### src/common/mmq_consts.svh
`ifndef MMQ_CONSTS_SVH
`define MMQ_CONSTS_SVH

// lanes per vector, also rows per weight matrix
`define MMQ_N 8

// sub-units, each with its own weights and parameters
`define MMQ_SUB_NUM 2
`define MMQ_SUB_W 1

// read requests allowed in flight
`define MMQ_RD_CREDITS 4

// scale is unsigned 8.8 fixed point
`define MMQ_SCALE_SHIFT 8

// widths
`define MMQ_ADDR_W 32
`define MMQ_ACC_W 24
`define MMQ_LANE_W 8
`define MMQ_ROW_W 3

`endif

### src/common/mmq_pkg.sv
`default_nettype none

package mmq_pkg;

`include "mmq_consts.svh"

    // one memory word, weight row, input or output vector
    typedef logic [`MMQ_N-1:0][`MMQ_LANE_W-1:0] mmq_vec_t;

    // one bit per sub-unit
    typedef logic [`MMQ_SUB_NUM-1:0] mmq_sub_mask_t;

    //////////////////////////////////////////////////////////////
    // external read port
    //////////////////////////////////////////////////////////////

    typedef struct packed {
        logic                   valid;
        logic [`MMQ_ADDR_W-1:0] addr;
    } mmq_rd_req_t;

    typedef struct packed {
        logic     valid;
        mmq_vec_t data;
    } mmq_rd_resp_t;

    //////////////////////////////////////////////////////////////
    // block contents
    //////////////////////////////////////////////////////////////

    // header word layout, lsb first: scale, z_x, z_w, zero
    typedef struct packed {
        logic [`MMQ_LANE_W-1:0] zero;
        logic [`MMQ_LANE_W-1:0] z_w;
        logic [`MMQ_LANE_W-1:0] z_x;
        logic [15:0]            scale;
    } mmq_quant_t;

    // row write from the fetcher towards the weight RAMs
    typedef struct packed {
        logic                  we;
        logic [`MMQ_ROW_W-1:0] addr;
        mmq_vec_t              row;
    } mmq_row_wr_t;

endpackage

`default_nettype wire

### src/rtl/mmq_quant_regs.sv
`default_nettype none
`timescale 1ns/10ps

`include "mmq_consts.svh"

// quantization parameter sets, one slot per sub-unit
module mmq_quant_regs (
    input  wire                         clk,
    input  wire                         rst_n,
    input  wire                         i_load,
    input  wire  [`MMQ_SUB_W-1:0]       i_sub_idx,
    input  wire  mmq_pkg::mmq_quant_t   i_quant,
    output mmq_pkg::mmq_quant_t         o_quant [`MMQ_SUB_NUM]
);

    ////////////////////////////////////////////////////////////
    // slot update
    ////////////////////////////////////////////////////////////

    // slot index was registered when the fetch started
    always_ff @(posedge clk, negedge rst_n) begin
        if (!rst_n) begin
            for (int s = 0; s < `MMQ_SUB_NUM; s++) begin
                o_quant[s] <= '0;
            end
        end else if (i_load) begin
            o_quant[i_sub_idx] <= i_quant;
        end
    end

    // each executor latches its own slot at start, so a reload
    // during a run only affects the next run of that sub-unit

endmodule

`default_nettype wire

### config.mk
export PLATFORM = sky130hd
export DESIGN_NAME = mmq_quant_regs
export DESIGN_NICKNAME = d
export VERILOG_FILES = /design/src/common/mmq_pkg.sv /design/src/rtl/mmq_quant_regs.sv
export VERILOG_INCLUDE_DIRS = /design/src /design/src/common
export SDC_FILE = /design/constraint.sdc
export NUM_CORES = 1
export LEC_CHECK = 0
export BUFFER_PORTS_ARGS = -buffer_cell sky130_fd_sc_hd__clkbuf_2
export CAP_MARGIN = 30
export CORE_MARGIN = 1
export CORE_UTILIZATION = 45
export DETAILED_ROUTE_END_ITERATION = 6
export PLACE_DENSITY = 0.76
export SLEW_MARGIN = 20
export SYNTH_ARGS = -nofsm -noshare
export SYNTH_HDL_FRONTEND = slang
export SYNTH_SLANG_ARGS = --single-unit
### constraint.sdc
create_clock -name clk -period 1 [get_ports clk]
set_input_delay 0.05 -clock clk [delete_from_list [all_inputs] [get_ports clk]]
set_output_delay 0.05 -clock clk [all_outputs]
set_load 0.02 [all_outputs]
==> results_dict.tcl <==
set metrics [dict create \
    status "complete, no violations" \
    ios 124 \
    setup_viol 0 \
    cpLargestDelayFamily "flip-flops" \
    slowest_stage "dfrtp_1" \
    p_per_area_mw_per_mm2 1896 \
    grt.overflow.total 0 \
    clk_pin_slew_ns 0.08 \
    gp_congestion 0.6648 \
    dp.cells 387 \
    start_util_pct 46.34 \
    drive_gt1_share_pct 53.16 \
    hold_path.class "in2reg" \
    syn2layout_area_growth_pct 44.28 \
    core_sq_mm 0.006794 \
    cp_cell_sequence "clkbuf_2" \
    ys_seq_elements 80 \
    relSlewSlack_pct 72.44 \
    critPathLaunchType "flop" \
    htreeDepth 3 \
    cts-root-buf "clkbuf_8" \
    required_ns 0.95 \
    grt_pass1_wl_mm 10.24 \
    skew_ns 0 \
    fmax_mhz 1054 \
    fillers 470 \
    yosysTopAreaCell "dfrtp_1" \
    numCtsBuffers 9 \
    dieArea_sq_mm 0.007334 \
    maxCapViolCount 0 \
    die_h_um 85.64 \
    clockBufferDepth 2 \
    reg_top3 "o_quant (80)" \
    antenna_found_initial 0 \
    crit_arrival_ns 0.90 \
    first_global_vias 2142 \
    dp_hpwl_mm 4.093 \
    slew_viol_final 0 \
    crit_type "reg2out" \
    synthCells 170 \
    final_cells 444 \
    use_met3_pct 4.042 \
    routedWlPerCell_um 13.97 \
    nets 387 \
    use_met1_pct 21.22 \
    largest_register_ffs 80 \
    holdWs_ns 0.2556 \
    drt_wl_total_mm 6.202 \
    row_count 30 \
    clock_latency_ns 0.33 \
    io_buffer_count 123 \
    grtUsageMet2_pct 32.15 \
    setup_ws_ns 0.05161 \
    antenna_cells 0 \
    top_register "o_quant" \
    drt-initial-drc-count 53 \
    drt_pass1_iterations 4 \
    worst_pin_slew_ns 0.4133 \
    slowest_delay_ns 0.40 \
    yosysSeqAreaShare_pct 63.59 \
    power.static_leakage_nw 2.315 \
    irDropWorstVdd_v 0.001192 \
    yosysTopAreaCellShare_pct 63.59 \
    vias_per_cell 4.577 \
    hold_viol 0 \
    postCtsResizedCells 0 \
    cts.sinks 80 \
    top_usage_layer "met2" \
    dp_worst_setup_slack_ns 0.01159 \
    period_needed_ns 0.9484 \
    fin_crit_sh_pct 94.84 \
    dr_total_vias 2032 \
    postRouteAntennaNets 0 \
    globalRouteTotalUtil_pct 18.13 \
    end_kind "output port" \
    synth.area.top_cells "dfrtp_1 64%, mux2_4 19%, mux2_1 14%" \
    ys.warnings.count 0 \
    path_max_fanout 2 \
    syn_avg_cell_area_sq_um 18.52 \
    drc 0 \
    syn_nets 214 \
    setup_tns_ns 0 \
    ys_types 7 \
    grt_setup_unrepaired "false" \
    cts_tree "built" \
    critical_path_buf_inv_count 1 \
    syn_area_sq_mm 0.003148 \
    grt_max_degree 81 \
    die_w_um 85.64 \
]
stage by stage:
step                      util, %  power [mW]  cell area [sq um]
final                       66.85       8.613               4542
after global placement      57.68       6.005               3919
after global routing        66.85       9.007               4542
after floorplan                 -       5.251               3148
after detailed placement    57.68       6.064               3919
after CTS                   66.85       8.729               4542
cell families after synthesis:
group	Yosys count	share of synthesized area [%]
and+or+nand+nor	2	0.6360
buffers and inverters	8	2.385
DFF	80	63.59
muxes	80	33.39
repair_timing:
item                      4_1_cts  5_1_grt
hold endpoints to repair      160        0
setup buffers                   0        0
hold buffers                   41        0
cells in the final DEF (no fill, tap or decap), drive strengths merged:
cell type,n
buf,7
dfrtp,80
dlygate4sd3,41
clkinvlp,1
clkbuf,133
clkinv,2
nand2b,1
nand2,1
bufinv,2
mux2,80
power breakdown:
part           switching, mW  internal [mW]  total [mW]
registers              0.274           3.71        3.99
clock network           1.09           1.41        2.50
logic                   1.13          0.995        2.13
total                   2.50           6.12        8.61
area by class of cell:
| class | instances | area, sq um | area share (%) |
|---|---|---|---|
| clock inverters | 5 | 81.33 | 1.791 |
| repair buffers | 170 | 1136 | 25.01 |
| clock buffers | 11 | 131.4 | 2.893 |
| well taps | 96 | 120.1 | 2.645 |
| flip-flops and latches | 80 | 2002 | 44.08 |
| multi-input cells | 82 | 1071 | 23.58 |
layer usage:
| metal | wire length (um) | vias up | part of all wire (%) |
|---|---|---|---|
| met4 | 106 | 0 | 1.7 |
| li1 | - | 941 | - |
| met5 | 0 | - | 0 |
| met3 | 291 | 11 | 4.7 |
| met1 | 2620 | 1009 | 42 |
| met2 | 3183 | 71 | 51 |
synth_stat cells:
| library cell | n |
|---|---|
| nand2b_4 | 1 |
| buf_4 | 4 |
| nand2_2 | 1 |
| buf_6 | 4 |
| mux2_1 | 40 |
| dfrtp_1 | 80 |
| mux2_4 | 40 |
tightest hold or removal path: stages:
cell and delay, ns:
clkbuf_2 0.11, nand2b_4 0.11, buf_4 0.16, mux2_1 0.13
path summary, 6_finish.rpt:
path | from | end | slack [ns] | cells after the start
worst max-delay path | o_quant[16] | o_quant[16] | 0.05 | 1
worst min-delay path | i_load | o_quant[61] | 0.26 | 4
worst max register to register | o_quant[49] | o_quant[49] | 0.18 | 1
worst min register to register | o_quant[78] | o_quant[78] | 0.49 | 1
max in group asynchronous | rst_n | o_quant[74] | 0.40 | 3
min in group asynchronous | rst_n | o_quant[71] | 0.27 | 3
Note: power is estimated with default switching activity, not from simulation.
