==> src/common/mmq_consts.svh <==
`ifndef MMQ_CONSTS_SVH
`define MMQ_CONSTS_SVH

// lanes per vector, also rows per weight matrix
`define MMQ_N 8

// sub-units, each with its own weights and parameters
`define MMQ_SUB_NUM 2
`define MMQ_SUB_W 1

// read requests allowed in flight
`define MMQ_RD_CREDITS 4

// scale is unsigned 8.8 fixed point
`define MMQ_SCALE_SHIFT 8

// widths
`define MMQ_ADDR_W 32
`define MMQ_ACC_W 24
`define MMQ_LANE_W 8
`define MMQ_ROW_W 3

`endif

==> src/common/mmq_pkg.sv <==
`default_nettype none

package mmq_pkg;

`include "mmq_consts.svh"

    // one memory word, weight row, input or output vector
    typedef logic [`MMQ_N-1:0][`MMQ_LANE_W-1:0] mmq_vec_t;

    // one bit per sub-unit
    typedef logic [`MMQ_SUB_NUM-1:0] mmq_sub_mask_t;

    //////////////////////////////////////////////////////////////
    // external read port
    //////////////////////////////////////////////////////////////

    typedef struct packed {
        logic                   valid;
        logic [`MMQ_ADDR_W-1:0] addr;
    } mmq_rd_req_t;

    typedef struct packed {
        logic     valid;
        mmq_vec_t data;
    } mmq_rd_resp_t;

    //////////////////////////////////////////////////////////////
    // block contents
    //////////////////////////////////////////////////////////////

    // header word layout, lsb first: scale, z_x, z_w, zero
    typedef struct packed {
        logic [`MMQ_LANE_W-1:0] zero;
        logic [`MMQ_LANE_W-1:0] z_w;
        logic [`MMQ_LANE_W-1:0] z_x;
        logic [15:0]            scale;
    } mmq_quant_t;

    // row write from the fetcher towards the weight RAMs
    typedef struct packed {
        logic                  we;
        logic [`MMQ_ROW_W-1:0] addr;
        mmq_vec_t              row;
    } mmq_row_wr_t;

endpackage

`default_nettype wire

==> src/fetch/mmq_fetch.sv <==
`default_nettype none
`timescale 1ns/10ps

`include "mmq_consts.svh"

module mmq_fetch (
    input  wire                          clk,
    input  wire                          rst_n,
    input  wire                          i_start,
    input  wire  [`MMQ_ADDR_W-1:0]       i_fetch_addr,
    output mmq_pkg::mmq_rd_req_t         o_rd_req,
    input  wire  mmq_pkg::mmq_rd_resp_t  i_rd_resp,
    output mmq_pkg::mmq_quant_t          o_quant,
    output logic                         o_quant_valid,
    output mmq_pkg::mmq_row_wr_t         o_row_wr,
    output logic                         o_fetch_done
);

    import mmq_pkg::*;

    // header plus one word per row
    localparam int WORDS = `MMQ_N + 1;
    localparam int CNT_W = $clog2(WORDS + 1);
    localparam int CRD_W = $clog2(`MMQ_RD_CREDITS + 1);

    logic                   busy;
    logic [`MMQ_ADDR_W-1:0] base_addr;
    logic [CNT_W-1:0]       req_cnt;
    logic [CNT_W-1:0]       resp_cnt;
    logic [CRD_W-1:0]       credits;
    logic                   req_fire;
    logic                   resp_fire;
    logic [`MMQ_N*`MMQ_LANE_W-1:0] resp_word;
    logic                   row_we_q;
    logic [`MMQ_ROW_W-1:0]  row_addr_q;
    mmq_vec_t               row_data_q;

    ////////////////////////////////////////////////////////////
    // request side
    ////////////////////////////////////////////////////////////

    // stall at zero credits
    assign req_fire  = busy && (req_cnt < CNT_W'(WORDS)) && (credits != '0);
    assign resp_fire = busy && i_rd_resp.valid;
    assign resp_word = i_rd_resp.data;

    assign o_rd_req = mmq_rd_req_t'{valid: req_fire,
                                    addr:  base_addr + `MMQ_ADDR_W'(req_cnt)};

    assign o_row_wr = mmq_row_wr_t'{we: row_we_q, addr: row_addr_q, row: row_data_q};

    always_ff @(posedge clk, negedge rst_n) begin
        if (!rst_n) begin
            busy          <= 1'b0;
            req_cnt       <= '0;
            resp_cnt      <= '0;
            credits       <= CRD_W'(`MMQ_RD_CREDITS);
            o_quant_valid <= 1'b0;
            row_we_q      <= 1'b0;
            o_fetch_done  <= 1'b0;
        end else begin
            // every response hands a credit back
            credits <= credits - CRD_W'(req_fire) + CRD_W'(i_rd_resp.valid);

            if (i_start && !busy) begin
                busy     <= 1'b1;
                req_cnt  <= '0;
                resp_cnt <= '0;
            end else begin
                if (req_fire)
                    req_cnt <= req_cnt + 1'b1;
                if (resp_fire) begin
                    resp_cnt <= resp_cnt + 1'b1;
                    if (resp_cnt == CNT_W'(WORDS - 1))
                        busy <= 1'b0;
                end
            end

            // word 0 is the header, the rest are rows
            o_quant_valid <= resp_fire && (resp_cnt == '0);
            row_we_q      <= resp_fire && (resp_cnt != '0);
            o_fetch_done  <= row_we_q && (row_addr_q == `MMQ_ROW_W'(`MMQ_N - 1));
        end
    end

    ////////////////////////////////////////////////////////////
    // payload
    ////////////////////////////////////////////////////////////

    always_ff @(posedge clk) begin
        if (i_start && !busy)
            base_addr <= i_fetch_addr;
        if (resp_fire) begin
            row_addr_q <= `MMQ_ROW_W'(resp_cnt - 1'b1);
            row_data_q <= i_rd_resp.data;
        end
        if (resp_fire && (resp_cnt == '0))
            o_quant <= mmq_quant_t'(resp_word[$bits(mmq_quant_t)-1:0]);
    end

endmodule

`default_nettype wire

==> config.mk <==
export PLATFORM = sky130hd
export DESIGN_NAME = mmq_fetch
export DESIGN_NICKNAME = d
export VERILOG_FILES = /design/src/common/mmq_pkg.sv /design/src/fetch/mmq_fetch.sv
export VERILOG_INCLUDE_DIRS = /design/src /design/src/common
export SDC_FILE = /design/constraint.sdc
export NUM_CORES = 1
export LEC_CHECK = 0
export ABC_AREA = 1
export BUFFER_PORTS_ARGS = -buffer_cell sky130_fd_sc_hd__buf_4
export CORE_MARGIN = 2
export CORE_UTILIZATION = 38
export CTS_BUF_LIST = sky130_fd_sc_hd__clkbuf_8
export DETAILED_ROUTE_END_ITERATION = 8
export PLACE_DENSITY_LB_ADDON = 0.25
export SYNTH_ARGS = -nofsm -noshare
export SYNTH_HDL_FRONTEND = slang
export SYNTH_SLANG_ARGS = --single-unit
==> constraint.sdc <==
create_clock -name clk -period 6.47 [get_ports clk]
set_clock_uncertainty 0.15 [all_clocks]
set_input_delay 1.941 -clock clk [delete_from_list [all_inputs] [get_ports clk]]
set_output_delay 1.941 -clock clk [all_outputs]
set_load 0.005 [all_outputs]
==> results.sh, run 1 <==
export IMPL_leakage_nw=3.672
export IMPL_yosysWarnings=0
export IMPL_startpoint="req_cnt[0]"
export IMPL_critPathMaxFanout=4
export IMPL_die_w_um=130.3
export IMPL_ctsHoldBuffers=0
export IMPL_power_frac_comb_pct=23.7
export IMPL_postSynthCellCount=462
export IMPL_dp_hpwl_um=12450
export IMPL_cts_root_buf="clkbuf_8"
export IMPL_place_congestion=0.8826
export IMPL_reg2reg_depth=12
export IMPL_grt_ovfl_total=0
export IMPL_yosys_area_top_type_share_pct=68.83
export IMPL_slowest_stage="fa_1"
export IMPL_gr_usage_all_layers_pct=19.48
export IMPL_netSwitchingFraction_pct=30.86
export IMPL_drcViolationCount=0
export IMPL_core_area_mm2=0.01571
export IMPL_antenna_cells=0
export IMPL_ys_ff_latch=154
export IMPL_grt_first_pass_wirelength_um=24030
export IMPL_hold_depth=2
export IMPL_finalMaxSlewViolations=0
export IMPL_period_minus_slack_ns=4.440
export IMPL_clkPwrFrac_pct=27.6
export IMPL_worstPathRequired_ns=4.38
export IMPL_power_density_mw_per_mm2=317.1
export IMPL_setup_worst_path_class="reg -> out"
export IMPL_initial_utilization_pct=38.60
export IMPL_synth_top_area_cell="edfxtp_1"
export IMPL_syn_nets=574
export IMPL_ys_top_cells_by_area="edfxtp_1 (69%), nand2_1 (7.7%), dfrtp_1 (5.8%)"
export IMPL_fin_crit_sh_pct=68.62
export IMPL_setup_tns_final_ns=0
export IMPL_cpLargestDelayFamily="adder cells"
export IMPL_cp_start_kind="register"
export IMPL_drt_iter0_markers=187
export IMPL_final_cell_mix="buf_4 (245), edfxtp_1 (139), nand2_1 (125)"
export IMPL_fin_util_pct=54.77
export IMPL_die_area_mm2=0.01699
export IMPL_grt_max_degree=44
export IMPL_cts_tree="yes"
export IMPL_cts_resized=0
export IMPL_worst_pin_slew_ns=0.9378
export IMPL_h_tree_depth=4
export IMPL_internal_power_w=0.001887
export IMPL_cpMostUsedCell="nand2_1"
export IMPL_clock_path_buffers=2
export IMPL_via_count=4316
export IMPL_boundaryPins=243
export IMPL_total_power_w=0.002729
export IMPL_synth_avg_cell_area_um2=13.13
export IMPL_path_clk_slew_ns=0.09
export IMPL_cts_setup_buffers=0
export IMPL_cap_violations=0
export IMPL_cts_buffers=17
export IMPL_ir_worst_vdd_mv=0.1851
export IMPL_path_buf_inv=2
export IMPL_slowest_delay_ns=0.45
export IMPL_fmaxAchievable_mhz=225.2
export IMPL_grt_pass1_vias=4409
export IMPL_port_buffers=242
export IMPL_wire_per_inst_um=16.71
export IMPL_clk_latency_ns=0.44
export IMPL_synth_cell_types=28
export IMPL_setup_viol=0
export IMPL_final_hold_viol_count=0
export IMPL_final_nets=836
export IMPL_rows=46
export IMPL_area_delta_synth_final_pct=41.90
export IMPL_rsz0062_at_grt="no"
export IMPL_critPathArrivalTime_ns=2.35
export IMPL_hold_class="reg -> reg"
export IMPL_hold_start="row_we_q"
export IMPL_cts_sinks=154
export IMPL_cp_cell_sequence="ha_1, inv_1, fa_1, o21ai_2, nand2_1, nor2_2, nand2_1, nand2_1, nand2_1, buf_4"
export IMPL_seqPwrFrac_pct=48.7
export IMPL_netSwitchingPower_w=0.0008422
export IMPL_routed_wl_um=15930
export IMPL_antenna_found_initial=0
export IMPL_via_per_inst=4.529
export IMPL_r2r_start="req_cnt[1]"
export IMPL_drtAntennaViolNets=0
export IMPL_slew_headroom_pct=37.39
export IMPL_synthesis_area_mm2=0.006065
export IMPL_final_common_cell="buf_4"
export IMPL_dr_pass1_iters=4
export IMPL_seq_area_frac_synth_pct=75.04
export IMPL_status="finished, final reports clean"
export IMPL_cp_depth=10
export IMPL_end_kind="output port"
export IMPL_fp_dieH_um=130.3
export IMPL_drive_gt1_share_pct=40.30
[final timing paths]
kind / to / slack [ns]
setup / recovery: o_rd_req[28] / 2.03
hold / removal: o_fetch_done / 0.38
setup reg to reg: credits[1] / 4.09
hold reg to reg: o_fetch_done / 0.38
max in group asynchronous: credits[2] / 4.74
min in group asynchronous: resp_cnt[3] / 1.19
[kinds of logic (layout without fill, tap and decap cells)]
family / Yosys count / count (layout) / synth area share, %
compound gates: 14 / 14 / 1.341
flops: 154 / 154 / 75.04
fa+ha+maj: 12 / 12 / 2.723
buf+inv: 45 / 320 / 2.909
simple gates: 220 / 220 / 15.54
xor+xnor: 17 / 17 / 2.455
[cell type report]
class | count | area (um^2)
inverters | 43 | 161.4
repair buffers | 245 | 1839
fillers | 1355 | 7107
clock inverters | 15 | 205.2
multi-input cells | 263 | 1345
flip-flops and latches | 154 | 4551
well taps | 216 | 270.3
clock buffers | 17 | 234.0
[Yosys cell counts, drive strengths merged]
master / instances
a21oi: 4
a31oi: 2
buf: 2
dfrtp: 14
dfstp: 1
edfxtp: 139
fa: 2
ha: 10
inv: 43
nand2: 130
nand3: 14
nand3b: 12
nand4: 3
nor2: 59
nor3: 1
o21ai: 7
o22ai: 1
or2: 1
xnor2: 9
xor2: 8
[per-stage QoR]
| step | hold WS (ns) | area, um^2 | instances | worst slack [ns] |
|---|---|---|---|---|
| 2_1_floorplan | 0.3238 | 6065 | 462 | 0.9314 |
| 6_report | 0.3783 | 8606 | 953 | 2.030 |
| 5_1_grt | 0.3875 | 8606 | 953 | 1.802 |
| 4_1_cts | 0.3750 | 8606 | 953 | 1.971 |
| 3_3_place_gp | 0.3464 | 8167 | 921 | 2.501 |
| 3_5_place_dp | 0.3536 | 8167 | 921 | 2.471 |
[worst min-delay path, stage by stage (launching register included)]
cell and delay [ns]:
dfrtp_1 0.39, nand2_1 0.07, nor2_1 0.04
[flip-flops by register name, indices dropped and copies added, names as in the netlist]
name / count
resp_cnt: 4
o_quant: 40
busy: 1
o_row_wr: 64
o_quant_valid: 1
base_addr: 32
o_fetch_done: 1
req_cnt: 4
row_addr_q: 3
credits: 3
row_we_q: 1
[power groups by stage]
stage / sequential [W] / combinational, W / clock, W
after floorplan: 0.00135 / 0.000319 / 0
after global routing: 0.00135 / 0.000728 / 0.000818
after CTS: 0.00133 / 0.000660 / 0.000776
after global placement: 0.00135 / 0.000645 / 0
final: 0.00133 / 0.000646 / 0.000753
after detailed placement: 0.00135 / 0.000655 / 0
[layer usage]
metal	part of all wire, %	track usage, %	wire length [um]	vias up
met5	0	0	0	-
met4	1.2	5.695	192	0
met3	10	9.061	1598	14
met2	52	34.03	8321	189
met1	37	21.34	5814	2025
li1	-	-	-	2088
Power figures use the tool's default switching activity.
==> run 2, diff against run 1 <==
Settings changed: ABC_AREA 1 to 0.
Clock period 6.47 ns to 4 ns, I/O delays scaled along.
==> run 2 against run 1 <==
Synthesized cell count decreased by 32%. Setup slack worse by 1.8 ns. Synthesized area shrank 6.8%. Cell count shrank 19%. Clock-buffer cell count unchanged. Non-clock buffer count up 5. Utilization grew 1.1 points. Highest routed layer unchanged. Die area down 6.6%. Via count is 16% lower. Critical path depth decreased by 1. Register-to-register slack worse by 2.9 ns. Critical path type unchanged. Sequential cell count stayed put.
==> results.sh, run 2 <==
export IMPL_core_area_mm2=0.01453
export IMPL_setup_tns_final_ns=0
export IMPL_drcViolationCount=0
export IMPL_fmaxAchievable_mhz=263.1
export IMPL_grt_max_degree=72
export IMPL_synth_simple_gate_area_share_pct=7.924
export IMPL_synth_top_family_by_area="simple AND/OR/NAND/NOR gates"
export IMPL_leakage_nw=3.312
export IMPL_via_per_inst=4.649
export IMPL_synth_main_ff_cell="edfxtp_1"
export IMPL_worst_pin_slew_ns=0.7484
export IMPL_cts_buffers=17
export IMPL_antenna_found_initial=0
export IMPL_end_kind="output port"
export IMPL_grt_ovfl_total=0
export IMPL_synth_compound_area_share_pct=1.660
export IMPL_clock_path_buffers=2
export IMPL_place_congestion=0.7833
export IMPL_gr_usage_all_layers_pct=16.40
export IMPL_synth_cell_types=38
export IMPL_drt_iter0_markers=174
export IMPL_cts_sinks=154
export IMPL_grt_pass1_vias=3779
export IMPL_synth_xor_area_share_pct=5.268
export IMPL_startpoint="req_cnt[0]"
export IMPL_synth_mux_area_share_pct=0.1771
export IMPL_area_delta_synth_final_pct=43.74
export IMPL_hold_depth=1
export IMPL_final_common_cell="buf_4"
export IMPL_cts_root_buf="clkbuf_8"
export IMPL_fin_crit_sh_pct=95.01
export IMPL_port_buffers=242
export IMPL_hold_start="credits[1]"
export IMPL_h_tree_depth=4
export IMPL_via_count=3608
export IMPL_ctsHoldBuffers=0
export IMPL_yosys_area_top_type_share_pct=73.84
export IMPL_largest_reg_flops=64
export IMPL_drive_gt1_share_pct=48.82
export IMPL_initial_utilization_pct=38.89
export IMPL_seq_area_frac_synth_pct=80.50
export IMPL_r2r_setup_slack_ns=1.23
export IMPL_final_nets=692
export IMPL_postSynthCellCount=316
export IMPL_setup_worst_path_class="reg -> out"
export IMPL_wl_met2_um=6681
export IMPL_met1_length_um=4631
export IMPL_die_w_um=126.0
export IMPL_synthMostInstantiatedCell="edfxtp_1"
export IMPL_grt_first_pass_wirelength_um=19670
export IMPL_rows=44
export IMPL_synth_fa_ha_area_share_pct=2.922
export IMPL_worstReg2RegEnd="credits[2]"
export IMPL_yosysWarnings=0
export IMPL_synth_top_area_cell="edfxtp_1"
export IMPL_ir_worst_vdd_mv=0.3833
export IMPL_yosys_top_cells_count="edfxtp_1 (139), xnor2_1 (31), nand2_1 (18)"
export IMPL_top_layer_used="met4"
export IMPL_synthesis_area_mm2=0.005653
export IMPL_slew_headroom_pct=49.73
export IMPL_ys_async_sr_fraction_pct=9.740
export IMPL_r2r_start="req_cnt[1]"
export IMPL_postLayoutSetupSlackWorst_ns=0.1998
export IMPL_status="finished, final reports clean"
export IMPL_drtAntennaViolNets=0
export IMPL_hold_end="credits[2]"
export IMPL_path_clk_slew_ns=0.09
export IMPL_hold_class="reg -> reg"
export IMPL_dp_hpwl_um=9669
export IMPL_ys_ff_latch=154
export IMPL_syn_nets=428
export IMPL_synth_avg_cell_area_um2=17.89
export IMPL_rsz0062_at_grt="no"
export IMPL_clk_latency_ns=0.44
export IMPL_reg2reg_depth=11
export IMPL_critPathArrivalTime_ns=2.45
export IMPL_ys_top_cells_by_area="edfxtp_1 (74%), dfrtp_1 (6.2%), xnor2_1 (4.8%)"
export IMPL_cts_tree="yes"
export IMPL_power_density_mw_per_mm2=585.3
export IMPL_finalMaxSlewViolations=0
export IMPL_fp_dieH_um=126.0
export IMPL_final_cell_mix="buf_4 (248), edfxtp_1 (139), xnor2_1 (31)"
export IMPL_period_minus_slack_ns=3.800
export IMPL_critPathMaxFanout=14
export IMPL_wire_per_inst_um=16.92
export IMPL_wl_met3_um=1706
export IMPL_preCtsSetupSlack_ns=0.5438
export IMPL_setup_viol=0
export IMPL_dr_pass1_iters=4
export IMPL_synth_edff_count=139
export IMPL_cp_start_kind="register"
export IMPL_final_hold_viol_count=0
export IMPL_worstPathRequired_ns=2.65
export IMPL_routed_wl_um=13130
export IMPL_cap_violations=0
export IMPL_antenna_cells=0
export IMPL_boundaryPins=243
export IMPL_die_area_mm2=0.01587
==> run 2: worst max-delay path, cell delays in order, from the launching register on <==
cell	delay, ns
dfrtp_2	0.38
ha_1	0.19
inv_1	0.06
fa_1	0.38
nand2b_1	0.16
a21oi_1	0.15
buf_6	0.18
nand4_1	0.12
xnor2_1	0.24
buf_4	0.14
==> run 2: per-layer routing <==
metal  GRT usage [%]  vias to the layer above
met3           10.20                        9
met5               0                        -
met4           4.266                        0
met1           17.27                     1718
li1                -                     1710
met2           27.67                      171
==> run 2: through the flow <==
| stage | instances | utilization (%) | total power, W | cell area (um^2) | hold WS (ns) |
|---|---|---|---|---|---|
| 2_1_floorplan | 316 | - | 0.002914 | 5658 | 0.3186 |
| 3_3_place_gp | 742 | 53.16 | 0.003623 | 7726 | 0.3344 |
| 3_5_place_dp | 742 | 53.16 | 0.003665 | 7726 | 0.3581 |
| 4_1_cts | 773 | 55.72 | 0.004791 | 8098 | 0.3684 |
| 5_1_grt | 776 | 55.91 | 0.005039 | 8125 | 0.3796 |
| 6_report | 776 | 55.91 | 0.004755 | 8125 | 0.3571 |
==> run 2: cell type report <==
type / instances / area, um^2
Fill cell: 1169 / 6409
Sequential cell: 154 / 4552
Timing Repair Buffer: 250 / 1893
Multi-Input combinational cell: 143 / 1026
Clock buffer: 17 / 234.0
Tap cell: 184 / 230.2
Clock inverter: 14 / 137.6
Inverter: 14 / 52.55
==> run 2: cell families after synthesis <==
family                   after synthesis
AND/OR/NAND/NOR                       81
flip-flops                           154
AO/OA/AOI/OAI                         15
adder cells (fa/ha/maj)               12
buffers and inverters                 19
XOR/XNOR                              34
multiplexers                           1
==> run 2: report_power, final <==
group          internal, W  leakage [nW]  switching (W)
Clock             0.000506         0.189       0.000615
Combinational     0.000693          1.64       0.000622
Sequential         0.00215          1.49       0.000166
Total              0.00335          3.31        0.00140
==> run 2: how the worst max path moves through the flow <==
stage | endpoint | cells past startpoint
detailed placement | o_rd_req[24] | 9
finish | o_rd_req[24] | 9
CTS | o_rd_req[24] | 9
global placement | o_rd_req[28] | 9
floorplan | o_quant[0] | 2
global route | o_rd_req[24] | 9
==> run 2: repair_timing <==
item / 4_1_cts / 5_1_grt
setup endpoints to repair: 0 / 10
gates resized for setup: 0 / 2
hold endpoints to repair: 0 / 0
setup buffers: 0 / 3
