<file path="src/common/mmq_consts.svh">
`ifndef MMQ_CONSTS_SVH
`define MMQ_CONSTS_SVH

// lanes per vector, also rows per weight matrix
`define MMQ_N 8

// sub-units, each with its own weights and parameters
`define MMQ_SUB_NUM 2
`define MMQ_SUB_W 1

// read requests allowed in flight
`define MMQ_RD_CREDITS 4

// scale is unsigned 8.8 fixed point
`define MMQ_SCALE_SHIFT 8

// widths
`define MMQ_ADDR_W 32
`define MMQ_ACC_W 24
`define MMQ_LANE_W 8
`define MMQ_ROW_W 3

`endif

</file>
<file path="src/common/mmq_pkg.sv">
`default_nettype none

package mmq_pkg;

`include "mmq_consts.svh"

    // one memory word, weight row, input or output vector
    typedef logic [`MMQ_N-1:0][`MMQ_LANE_W-1:0] mmq_vec_t;

    // one bit per sub-unit
    typedef logic [`MMQ_SUB_NUM-1:0] mmq_sub_mask_t;

    //////////////////////////////////////////////////////////////
    // external read port
    //////////////////////////////////////////////////////////////

    typedef struct packed {
        logic                   valid;
        logic [`MMQ_ADDR_W-1:0] addr;
    } mmq_rd_req_t;

    typedef struct packed {
        logic     valid;
        mmq_vec_t data;
    } mmq_rd_resp_t;

    //////////////////////////////////////////////////////////////
    // block contents
    //////////////////////////////////////////////////////////////

    // header word layout, lsb first: scale, z_x, z_w, zero
    typedef struct packed {
        logic [`MMQ_LANE_W-1:0] zero;
        logic [`MMQ_LANE_W-1:0] z_w;
        logic [`MMQ_LANE_W-1:0] z_x;
        logic [15:0]            scale;
    } mmq_quant_t;

    // row write from the fetcher towards the weight RAMs
    typedef struct packed {
        logic                  we;
        logic [`MMQ_ROW_W-1:0] addr;
        mmq_vec_t              row;
    } mmq_row_wr_t;

endpackage

`default_nettype wire

</file>
<file path="src/rtl/mmq_weight_ram.sv">
`default_nettype none
`timescale 1ns/10ps

`include "mmq_consts.svh"

module mmq_weight_ram (
    input  wire                       clk,
    input  wire                       i_we,
    input  wire  [`MMQ_ROW_W-1:0]     i_addr,
    input  wire  mmq_pkg::mmq_vec_t   i_wdata,
    output mmq_pkg::mmq_vec_t         o_rdata
);

    import mmq_pkg::*;

    // one row per output lane
    mmq_vec_t mem [`MMQ_N];

    // single port, read data one cycle after the address
    always_ff @(posedge clk) begin
        if (i_we)
            mem[i_addr] <= i_wdata;
        o_rdata <= mem[i_addr];
    end

endmodule

`default_nettype wire

</file>
<file path="config.mk">
export PLATFORM = sky130hd
export DESIGN_NAME = mmq_weight_ram
export DESIGN_NICKNAME = d
export VERILOG_FILES = /design/src/common/mmq_pkg.sv /design/src/rtl/mmq_weight_ram.sv
export VERILOG_INCLUDE_DIRS = /design/src /design/src/common
export SDC_FILE = /design/constraint.sdc
export NUM_CORES = 1
export LEC_CHECK = 0
export BUFFER_PORTS_ARGS = -buffer_cell sky130_fd_sc_hd__buf_2
export CAP_MARGIN = 20
export CORE_MARGIN = 5
export CORE_UTILIZATION = 41
export CTS_CLUSTER_DIAMETER = 60
export DETAILED_ROUTE_END_ITERATION = 10
export GPL_TIMING_DRIVEN = 0
export MAX_ROUTING_LAYER = met4
export SLEW_MARGIN = 20
export SYNTH_ARGS = -nofsm -noshare
export SYNTH_HDL_FRONTEND = slang
export SYNTH_SLANG_ARGS = --single-unit
</file>
<file path="constraint.sdc">
create_clock -name clk -period 10 [get_ports clk]
set_clock_uncertainty 0.15 [all_clocks]
set_input_delay 1 -clock clk [delete_from_list [all_inputs] [get_ports clk]]
set_output_delay 1 -clock clk [all_outputs]
set_load 0.01 [all_outputs]
</file>
==> flow_summary.json, run 1 <==
{
  "status": "finished, final reports clean",
  "rsz0062_at_grt": "no",
  "pwr_density_cell_nw_per_um2": 207,
  "max-slew-margin-rel_pct": 48.3,
  "clk_pin_slew_ns": 0.06,
  "switching_power_mw": 1.07,
  "cts_hold_repair.buffers": 0,
  "grt_pass1_wl_mm": 68.5,
  "synth_seq_cells": 576,
  "cp-end-kind": "register",
  "final_cells": 1989,
  "dpl.cell_count": 1871,
  "grt_pass1_vias": 10900,
  "pwr-share-seq_pct": 53.1,
  "layout_setup_ws_ns": 6.24,
  "synth_cells": 1015,
  "die_h_um": 235,
  "syn_area_per_cell_um2": 20.4,
  "die_w_um": 235,
  "insertion_delay_ns": 0.60,
  "post_cts_buffers": 0,
  "setup_viol": 0,
  "max_freq_ghz": 0.266,
  "worstSetupPathType": "input pin to register",
  "worstMarginPinSlew_ns": 0.775,
  "grt_usage_pct": 16.6,
  "worstPathMaxFanout": 10,
  "ant_nets": 0,
  "drc": 0,
  "seqCellArea_um2": 16700,
  "dr.pass1.iters": 6,
  "fin_crit_sh_pct": 37.6,
  "wl_mm": 46.0,
  "clock_power_share_pct": 41.2,
  "tns_ns": 0,
  "synth_xor_area_share_pct": 0,
  "synth_adder_area_share_pct": 0,
  "multi_input_area_um2": 3820,
  "p_int_mw": 4.09,
  "wire_per_inst_um": 23.1,
  "required_ns": 10.15,
  "vias": 10400,
  "gr-total-overflow": 0,
  "cap_violations": 0,
  "grt_start_max_net_pins": 21,
  "pre_cts_ws_ns": 5.63,
  "postCtsResizedCells": 0,
  "nNetsFinal": 1329,
  "n_fill_cell": 4195,
  "antenna_found_initial": 9,
  "combPwrFrac_pct": 5.8,
  "htreeDepth": 2,
  "synthesis.area_um2": 20700,
  "num_rows": 82,
  "fin_crit_ns": 3.76,
  "dp.final_hpwl_mm": 29.8,
  "synth.area.top_cells": "edfxtp_1 (74%), mux2_2 (8.7%), dfxtp_1 (6.2%), mux4_2 (3.3%), a22oi_1 (2.5%)",
  "drive_gt1_share_pct": 38.5,
  "syn_nets": 1084,
  "area_delta_synth_final_pct": 20.2,
  "synth_warnings": 0,
  "swShare_pct": 20.8,
  "maxSlewViolCount": 0,
  "port_buffers": 131,
  "leakagePower_nw": 8.39,
  "clk_path_buf_depth": 3,
  "first_iter_violations": 943,
  "cts_tree": "built",
  "synth_top_area_share_pct": 74.2,
  "design.portCount": 133,
  "yosys.area_share.simple_pct": 0.833,
  "vias_per_cell": 5.23,
  "seq_area_frac_synth_pct": 80.4,
  "cts_buffers": 59,
  "crit_arrival_ns": 3.91,
  "yosysTopAreaCell": "edfxtp_1",
  "gp_congestion": 0.746,
  "start_util_pct": 41.4,
  "synth_top_family_by_area": "multiplexers",
  "hp-class": "register to register",
  "clock-root-buffer": "clkbuf_16",
  "core_area_um2": 50100,
  "finalHoldViolations": 0,
  "cts.sinks": 576,
  "vdd.ir_drop.worst_mv": 0.133,
  "final_core_util_pct": 49.8,
  "synth_cell_types": 22,
  "synthMuxAreaShare_pct": 12.0,
  "crit_path_start_kind": "input pin",
  "synth-compound-area-share_pct": 5.36,
  "die-area_um2": 55200
}
==> stage by stage <==
stage,cell area (µm²),hold slack (ns),power [mW]
2_1_floorplan,20700,0.285,2.95
3_3_place_gp,22200,0.304,3.08
3_5_place_dp,23000,0.301,3.09
4_1_cts,24900,0.316,5.21
5_1_grt,24900,0.342,5.34
6_report,24900,0.311,5.17
==> synth_stat cells, drive strengths merged <==
cell and count:
a221oi 2, a222oi 29, a22oi 68, and2 1, and3b 1, buf 38, clkbuf 21, dfxtp 64
edfxtp 512, inv 2, mux2 161, mux4 30, nand2 22, nand2b 1, nor2 5, nor2b 4
nor3 5, o211ai 19, o21ai 30
==> critical path, cell delays in order <==
cell,delay (ns)
buf_2,0.14
buf_2,0.27
buf_2,0.30
clkbuf_1,0.53
nand2_1,0.35
nor3_2,0.46
buf_4,0.30
buf_6,0.18
buf_4,0.20
buf_6,0.16
==> power groups by stage <==
| stage | Sequential (mW) | Combinational (mW) | Clock (mW) |
|---|---|---|---|
| 4_1_cts | 2.74 | 0.304 | 2.17 |
| 6_report | 2.74 | 0.297 | 2.13 |
| 3_5_place_dp | 2.79 | 0.303 | 0 |
| 2_1_floorplan | 2.81 | 0.140 | 0 |
| 3_3_place_gp | 2.80 | 0.280 | 0 |
| 5_1_grt | 2.75 | 0.323 | 2.27 |
==> final timing paths <==
| check | startpoint | endpoint | slack, ns | depth (start not counted) |
|---|---|---|---|---|
| setup / recovery | i_addr[2] | mem[4][23]$_DFFE_PP_ | 6.24 | 10 |
| setup reg to reg | mem[4][53]$_DFFE_PP_ | o_rdata[53]$_DFF_P_ | 8.50 | 3 |
| hold reg to reg | mem[0][36]$_DFFE_PP_ | o_rdata[36]$_DFF_P_ | 0.31 | 2 |
| hold / removal | mem[0][36]$_DFFE_PP_ | o_rdata[36]$_DFF_P_ | 0.31 | 2 |
==> cell type report <==
cell class              instances  area share [%]
diodes                          9          0.0904
plain buffers                  59            1.17
clock buffers                  89            7.00
clock inverters                20           0.608
inverters                       2          0.0301
multi-input cells             378            15.3
flip-flops and latches        576            66.9
well taps                     672            3.37
repair buffers                184            5.53
==> kinds of logic (layout without fill, tap and decap cells) <==
kind of cell | Yosys count | count (layout)
multiplexers | 191 | 191
AO/OA/AOI/OAI | 148 | 148
flip-flops | 576 | 576
AND/OR/NAND/NOR | 39 | 39
buffers and inverters | 61 | 354
other | 0 | 9
==> layer usage <==
layer  up-vias  global-route usage (%)  part of all wire [%]
li1       4664                       -                     -
met5         -                       -                     0
met4         0                    3.86                   1.7
met3        66                    3.25                   5.7
met2       315                    26.8                    49
met1      5349                    22.2                    44
==> state kept, by name, summed over array words and instances (netlist names) <==
register  count
mem         512
o_rdata      64
==> cell usage in the layout (no fill, tap or decap), types with 2 or more instances in the layout <==
master	instances
nor2b_1	4
buf_16	12
nor3_2	4
clkinv_1	7
buf_12	2
diode_2	9
clkbuf_1	40
inv_6	2
buf_4	25
buf_6	19
a222oi_1	29
dfxtp_1	64
a22oi_1	68
clkinv_2	8
inv_1	2
clkbuf_16	63
nand2_1	22
mux4_2	30
nor2_4	4
o211ai_1	19
clkbuf_8	7
bufinv_16	2
a221oi_1	2
mux2_2	161
edfxtp_1	512
buf_2	163
o21ai_0	30
No activity file was read; power rests on OpenSTA's default activity.
==> run 2: changes to the inputs <==
==> constraint.sdc (replaced) <==
create_clock -name clk -period 3.1 [get_ports clk]
set_clock_uncertainty 0.15 [all_clocks]
set_input_delay 0.31 -clock clk [delete_from_list [all_inputs] [get_ports clk]]
set_output_delay 0.31 -clock clk [all_outputs]
set_load 0.01 [all_outputs]
==> flow_summary.json, run 2 (synthesis gave the netlist of run 1 again) <==
{
  "status": "finished, final reports clean",
  "finalHoldViolations": 0,
  "top_layer": "met4",
  "start_util_pct": 41.4,
  "setup_viol": 0,
  "holdWs_ns": 0.193,
  "grt_usage_pct": 17.2,
  "cts.sinks": 576,
  "worstPathMaxFanout": 18,
  "crit_arrival_ns": 2.76,
  "wire_per_inst_um": 22.8,
  "pwr_density_cell_nw_per_um2": 646,
  "wl_met1_mm": 20.5,
  "core_area_um2": 50100,
  "cpMostUsedCell": "buf_16",
  "fin_crit_ns": 2.61,
  "largestRegisters": "mem (512), o_rdata (64)",
  "critPathBufInv": 5,
  "drc": 0,
  "crit_path_start_kind": "input pin",
  "postCtsResizedCells": 0,
  "cap_violations": 0,
  "port_buffers": 131,
  "vdd.ir_drop.worst_mv": 0.444,
  "grt_start_max_net_pins": 21,
  "slowest_stage": "nor2_4",
  "cp-endpoint": "mem[7][37]$_DFFE_PP_",
  "vias": 10600,
  "largest_reg_flops": 512,
  "die_h_um": 235,
  "cp-end-kind": "register",
  "insertion_delay_ns": 0.60,
  "final_common_cell": "edfxtp_1",
  "r2r-end": "o_rdata[29]$_DFF_P_",
  "required_ns": 3.25,
  "htreeDepth": 2,
  "vias_per_cell": 5.22,
  "final_core_util_pct": 50.9,
  "max-slew-margin-rel_pct": 42.0,
  "maxSlewViolCount": 0,
  "worstSetupPathType": "input pin to register",
  "dr.pass1.iters": 6,
  "leakagePower_nw": 8.58,
  "dp.final_hpwl_mm": 29.6,
  "layout_setup_ws_ns": 0.490,
  "regMostFlops": "mem",
  "wl_met2_mm": 22.6,
  "max_freq_ghz": 0.383,
  "cts_tree": "built",
  "cp.depth": 7,
  "die_w_um": 235,
  "drive_gt1_share_pct": 36.3,
  "antenna_found_initial": 7,
  "path_cells": "buf_4 > clkbuf_1 > clkbuf_2 > nand2_1 > nor2_4 > buf_16 > buf_16",
  "ff2ff_path_depth": 3,
  "area_delta_synth_final_pct": 22.9,
  "clk_pin_slew_ns": 0.06,
  "num_rows": 82,
  "clk_path_buf_depth": 3,
  "r2r_start": "mem[0][29]$_DFFE_PP_",
  "path_delay_family": "buffers and inverters",
  "cp_slowest_stage_delay_ns": 0.62,
  "pre_cts_ws_ns": -0.203,
  "reg2reg_slack_ns": 1.58,
  "cts_buffers": 58,
  "worstMarginPinSlew_ns": 0.867,
  "gr-total-overflow": 0,
  "startpoint": "i_addr[1]",
  "final_cell_mix": "edfxtp_1 (512), buf_2 (161), mux2_2 (161)",
  "fin_crit_sh_pct": 84.2,
  "hp-class": "input pin to register",
  "grt_pass1_vias": 11300,
  "die-area_um2": 55200,
  "rsz0062_at_grt": "no",
  "ant_nets": 0,
  "clock-root-buffer": "clkbuf_16",
  "first_iter_violations": 850,
  "grt_pass1_wl_mm": 71.0,
  "wl_mm": 46.4,
  "nNetsFinal": 1377,
  "route.met3.wl_mm": 2.23,
  "gp_congestion": 0.718,
  "design.portCount": 133
}
## run 2: per-layer routing
metal  GRT usage (%)  vias to the layer above
met5               -                        -
met4            4.64                        0
met3            2.86                       80
met2            27.5                      283
met1            23.0                     5477
li1                -                     4779
## run 2: layout make-up
cell class / count / area, µm²
antenna: 6 / 15.0
buffer: 59 / 299
clock buffer: 82 / 1620
clock inverter: 26 / 171
fill: 4144 / 24600
inverter: 2 / 7.51
multi-input combinational: 378 / 3850
sequential: 576 / 16700
tap: 672 / 841
timing repair buffer: 233 / 2000
## run 2: how the worst min path moves through the flow
stage / end / cells past startpoint / slack [ns] / from
after floorplan: mem[0][0]$_DFFE_PP_ / 0 / 0.26 / i_wdata[0]
after CTS: mem[4][1]$_DFFE_PP_ / 3 / 0.16 / i_we
after detailed placement: o_rdata[33]$_DFF_P_ / 2 / 0.30 / mem[0][33]$_DFFE_PP_
final: mem[4][1]$_DFFE_PP_ / 3 / 0.19 / i_we
after global routing: mem[4][20]$_DFFE_PP_ / 3 / 0.20 / i_we
after global placement: o_rdata[33]$_DFF_P_ / 2 / 0.30 / mem[0][33]$_DFFE_PP_
## run 2: worst register-to-register path, cell delays in order (launching register included)
cell and delay [ns]:
edfxtp_1 0.36, mux2_2 0.28, a222oi_1 0.31, o21ai_0 0.25
## run 2: repair_timing
item	CTS	global route
buffers inserted	0	0
endpoints found under the hold margin	512	0
hold buffers	64	0
## run 2: metrics by stage
step	total power, mW	std cells	cell area (µm²)	TNS (ns)
2_1_floorplan	9.50	1015	20800	-81.32
3_3_place_gp	9.92	1818	22300	-1175.67
3_5_place_dp	9.99	1856	23000	-14.21
4_1_cts	16.6	2028	25400	0
5_1_grt	17.0	2033	25500	0
6_report	16.4	2034	25500	0
## run 2: report_power, final
part / internal (mW) / total [mW] / switching, mW
Clock: 3.73 / 6.57 / 2.84
Sequential: 8.77 / 8.84 / 0.0725
Combinational: 0.456 / 1.03 / 0.579
Total: 13.0 / 16.4 / 3.49
==> run 3: changes to the inputs <==
--- a/config.mk
+++ b/config.mk
@@ -6,6 +6,7 @@
 export SDC_FILE = /design/constraint.sdc
 export NUM_CORES = 1
 export LEC_CHECK = 0
+export ABC_AREA = 1
 export BUFFER_PORTS_ARGS = -buffer_cell sky130_fd_sc_hd__buf_2
 export CAP_MARGIN = 20
 export CORE_MARGIN = 5
==> constraint.sdc (replaced) <==
create_clock -name clk -period 2.6 [get_ports clk]
set_clock_uncertainty 0.15 [all_clocks]
set_input_delay 0.26 -clock clk [delete_from_list [all_inputs] [get_ports clk]]
set_output_delay 0.26 -clock clk [all_outputs]
set_load 0.01 [all_outputs]
==> flow_summary.json, run 3 <==
{
  "synth_edf_count": 512,
  "wl_mm": 54.3,
  "r2r-end": "o_rdata[0]$_DFF_P_",
  "syn_area_per_cell_um2": 10.6,
  "vdd.ir_drop.worst_mv": 0.508,
  "synth_warnings": 0,
  "gr-total-overflow": 0,
  "vias": 14800,
  "synth_seq_cells": 576,
  "swShare_pct": 22.4,
  "num_rows": 86,
  "antenna_found_initial": 9,
  "setup_viol": 0,
  "core_area_um2": 55200,
  "cp-endpoint": "mem[3][38]$_DFFE_PP_",
  "required_ns": 2.76,
  "hp-class": "input pin to register",
  "crit_path_start_kind": "input pin",
  "worstSetupPathType": "input pin to register",
  "grt_start_max_net_pins": 23,
  "die_w_um": 246,
  "wire_per_inst_um": 16.7,
  "synth_cell_types": 14,
  "drc": 0,
  "htreeDepth": 2,
  "cp-end-kind": "register",
  "worstMarginPinSlew_ns": 0.912,
  "layout_setup_ws_ns": 0.301,
  "max-slew-margin-rel_pct": 39.2,
  "worstPathMaxFanout": 20,
  "synth_cells": 2155,
  "first_iter_violations": 1214,
  "vias_per_cell": 4.56,
  "n_fill_cell": 4808,
  "synthesis.area_um2": 22900,
  "insertion_delay_ns": 0.62,
  "regMostFlops": "mem",
  "max_freq_ghz": 0.435,
  "largest_reg_flops": 512,
  "r2r_start": "mem[6][0]$_DFFE_PP_",
  "ys.flop_type": "edfxtp_1",
  "p_total_mw": 20.0,
  "synth.area.top_cells": "edfxtp_1 (67%), nand2_1 (17%), dfxtp_1 (5.6%), inv_1 (5.2%), nand3_1 (2.8%)",
  "switching_power_mw": 4.49,
  "p_int_mw": 15.5,
  "gp_congestion": 0.746,
  "status": "finished, final reports clean",
  "design.portCount": 133,
  "postCtsResizedCells": 0,
  "fin_crit_sh_pct": 88.4,
  "grt_usage_pct": 18.4,
  "cts.sinks": 576,
  "cts_buffers": 59,
  "largestRegisters": "mem (512), o_rdata (64)",
  "pre_cts_ws_ns": -0.361,
  "final_common_cell": "nand2_1",
  "syn_nets": 2224,
  "startpoint": "i_addr[2]",
  "seq_area_frac_synth_pct": 72.7,
  "ff2ff_path_depth": 6,
  "ant_nets": 0,
  "dr.pass1.iters": 5,
  "die-area_um2": 60700,
  "pwr-share-seq_pct": 52.6,
  "area_delta_synth_final_pct": 21.3,
  "grt_pass1_wl_mm": 83.8,
  "crit_arrival_ns": 2.46,
  "clock_power_share_pct": 40.1,
  "clk_path_buf_depth": 3,
  "ys_top_cells_by_count": "nand2_1 (1,033), edfxtp_1 (512), inv_1 (318)",
  "clk_pin_slew_ns": 0.06,
  "fin_crit_ns": 2.30,
  "die_h_um": 246,
  "cts_tree": "built",
  "grt_pass1_vias": 14700,
  "reg2reg_slack_ns": 1.53,
  "synth_top_area_share_pct": 67.1,
  "maxSlewViolCount": 0,
  "port_buffers": 130,
  "combPwrFrac_pct": 7.4,
  "nNetsFinal": 2511,
  "dp.final_hpwl_mm": 35.7,
  "cap_violations": 0,
  "pwr_density_cell_nw_per_um2": 720,
  "finalHoldViolations": 0,
  "final_cell_mix": "nand2_1 (1,031), edfxtp_1 (512), inv_1 (318)",
  "rsz0062_at_grt": "no",
  "drive_gt1_share_pct": 14.0,
  "start_util_pct": 41.5,
  "clock-root-buffer": "clkbuf_16",
  "leakagePower_nw": 12.3,
  "async_flop_share_pct": 0,
  "synth.most_common_cell": "nand2_1",
  "yosysTopAreaCell": "edfxtp_1"
}
[run 3: how the worst min path moves through the flow]
stage	startpoint	endpoint	slack, ns	cells after the start
2_1_floorplan	i_wdata[0]	mem[0][0]$_DFFE_PP_	0.21	0
3_3_place_gp	i_wdata[46]	mem[2][46]$_DFFE_PP_	0.37	1
3_5_place_dp	i_wdata[46]	mem[0][46]$_DFFE_PP_	0.39	1
4_1_cts	i_we	mem[0][0]$_DFFE_PP_	0.03	3
5_1_grt	i_we	mem[0][0]$_DFFE_PP_	0.05	3
6_report	i_we	mem[0][0]$_DFFE_PP_	0.06	3
[run 3: cell type report]
type	count	area, µm²	area share (%)
plain buffers	91	541	1.94
multi-input cells	1168	4630	16.7
well taps	748	936	3.37
repair buffers	226	1960	7.05
inverters	320	1210	4.34
flip-flops and latches	576	16700	59.9
diodes	8	20.0	0.0720
clock inverters	27	178	0.639
clock buffers	84	1680	6.04
[run 3: timing repair]
item,4_1_cts,5_1_grt
buffers inserted,0,0
hold buffers,65,0
endpoints found under the hold margin,520,0
[run 3: logic make-up after synthesis]
family	Yosys count	synth area share, %
buffers and inverters	411	7.47
DFF	576	72.7
and+or+nand+nor	1168	19.9
[run 3: power groups by stage]
stage	logic [mW]	clock network, mW	registers, mW
floorplan	0.694	0	10.8
global placement	1.32	0	10.7
detailed placement	1.41	0	10.7
CTS	1.50	8.21	10.5
global route	1.66	8.61	10.6
finish	1.47	8.02	10.5
[run 3: worst max-delay path: stages]
cell and delay [ns]:
buf_2 0.12, inv_1 0.14, clkbuf_1 0.71, nand2_1 0.31
nor2_4 0.46, buf_16 0.24, buf_16 0.19
[run 3: through the flow]
| stage | util [%] | hold WS (ns) | setup TNS [ns] | area [µm²] | std cells |
|---|---|---|---|---|---|
| final | 50.4 | 0.0604 | 0 | 27800 | 3248 |
| after global routing | 50.4 | 0.0471 | 0 | 27800 | 3248 |
| after detailed placement | 45.8 | 0.386 | -37.34 | 25300 | 3064 |
| after CTS | 50.3 | 0.0343 | 0 | 27800 | 3240 |
| after floorplan | - | 0.209 | -93.74 | 23000 | 2155 |
| after global placement | 44.6 | 0.373 | -816.10 | 24600 | 3033 |
[run 3: routing by layer]
metal | global-route usage, % | vias to the layer above | share of wire, %
met1 | 24.2 | 6986 | 44
met2 | 29.7 | 352 | 48
met4 | 5.45 | 0 | 2.3
met5 | - | - | 0
li1 | - | 7385 | -
met3 | 3.24 | 87 | 5.5
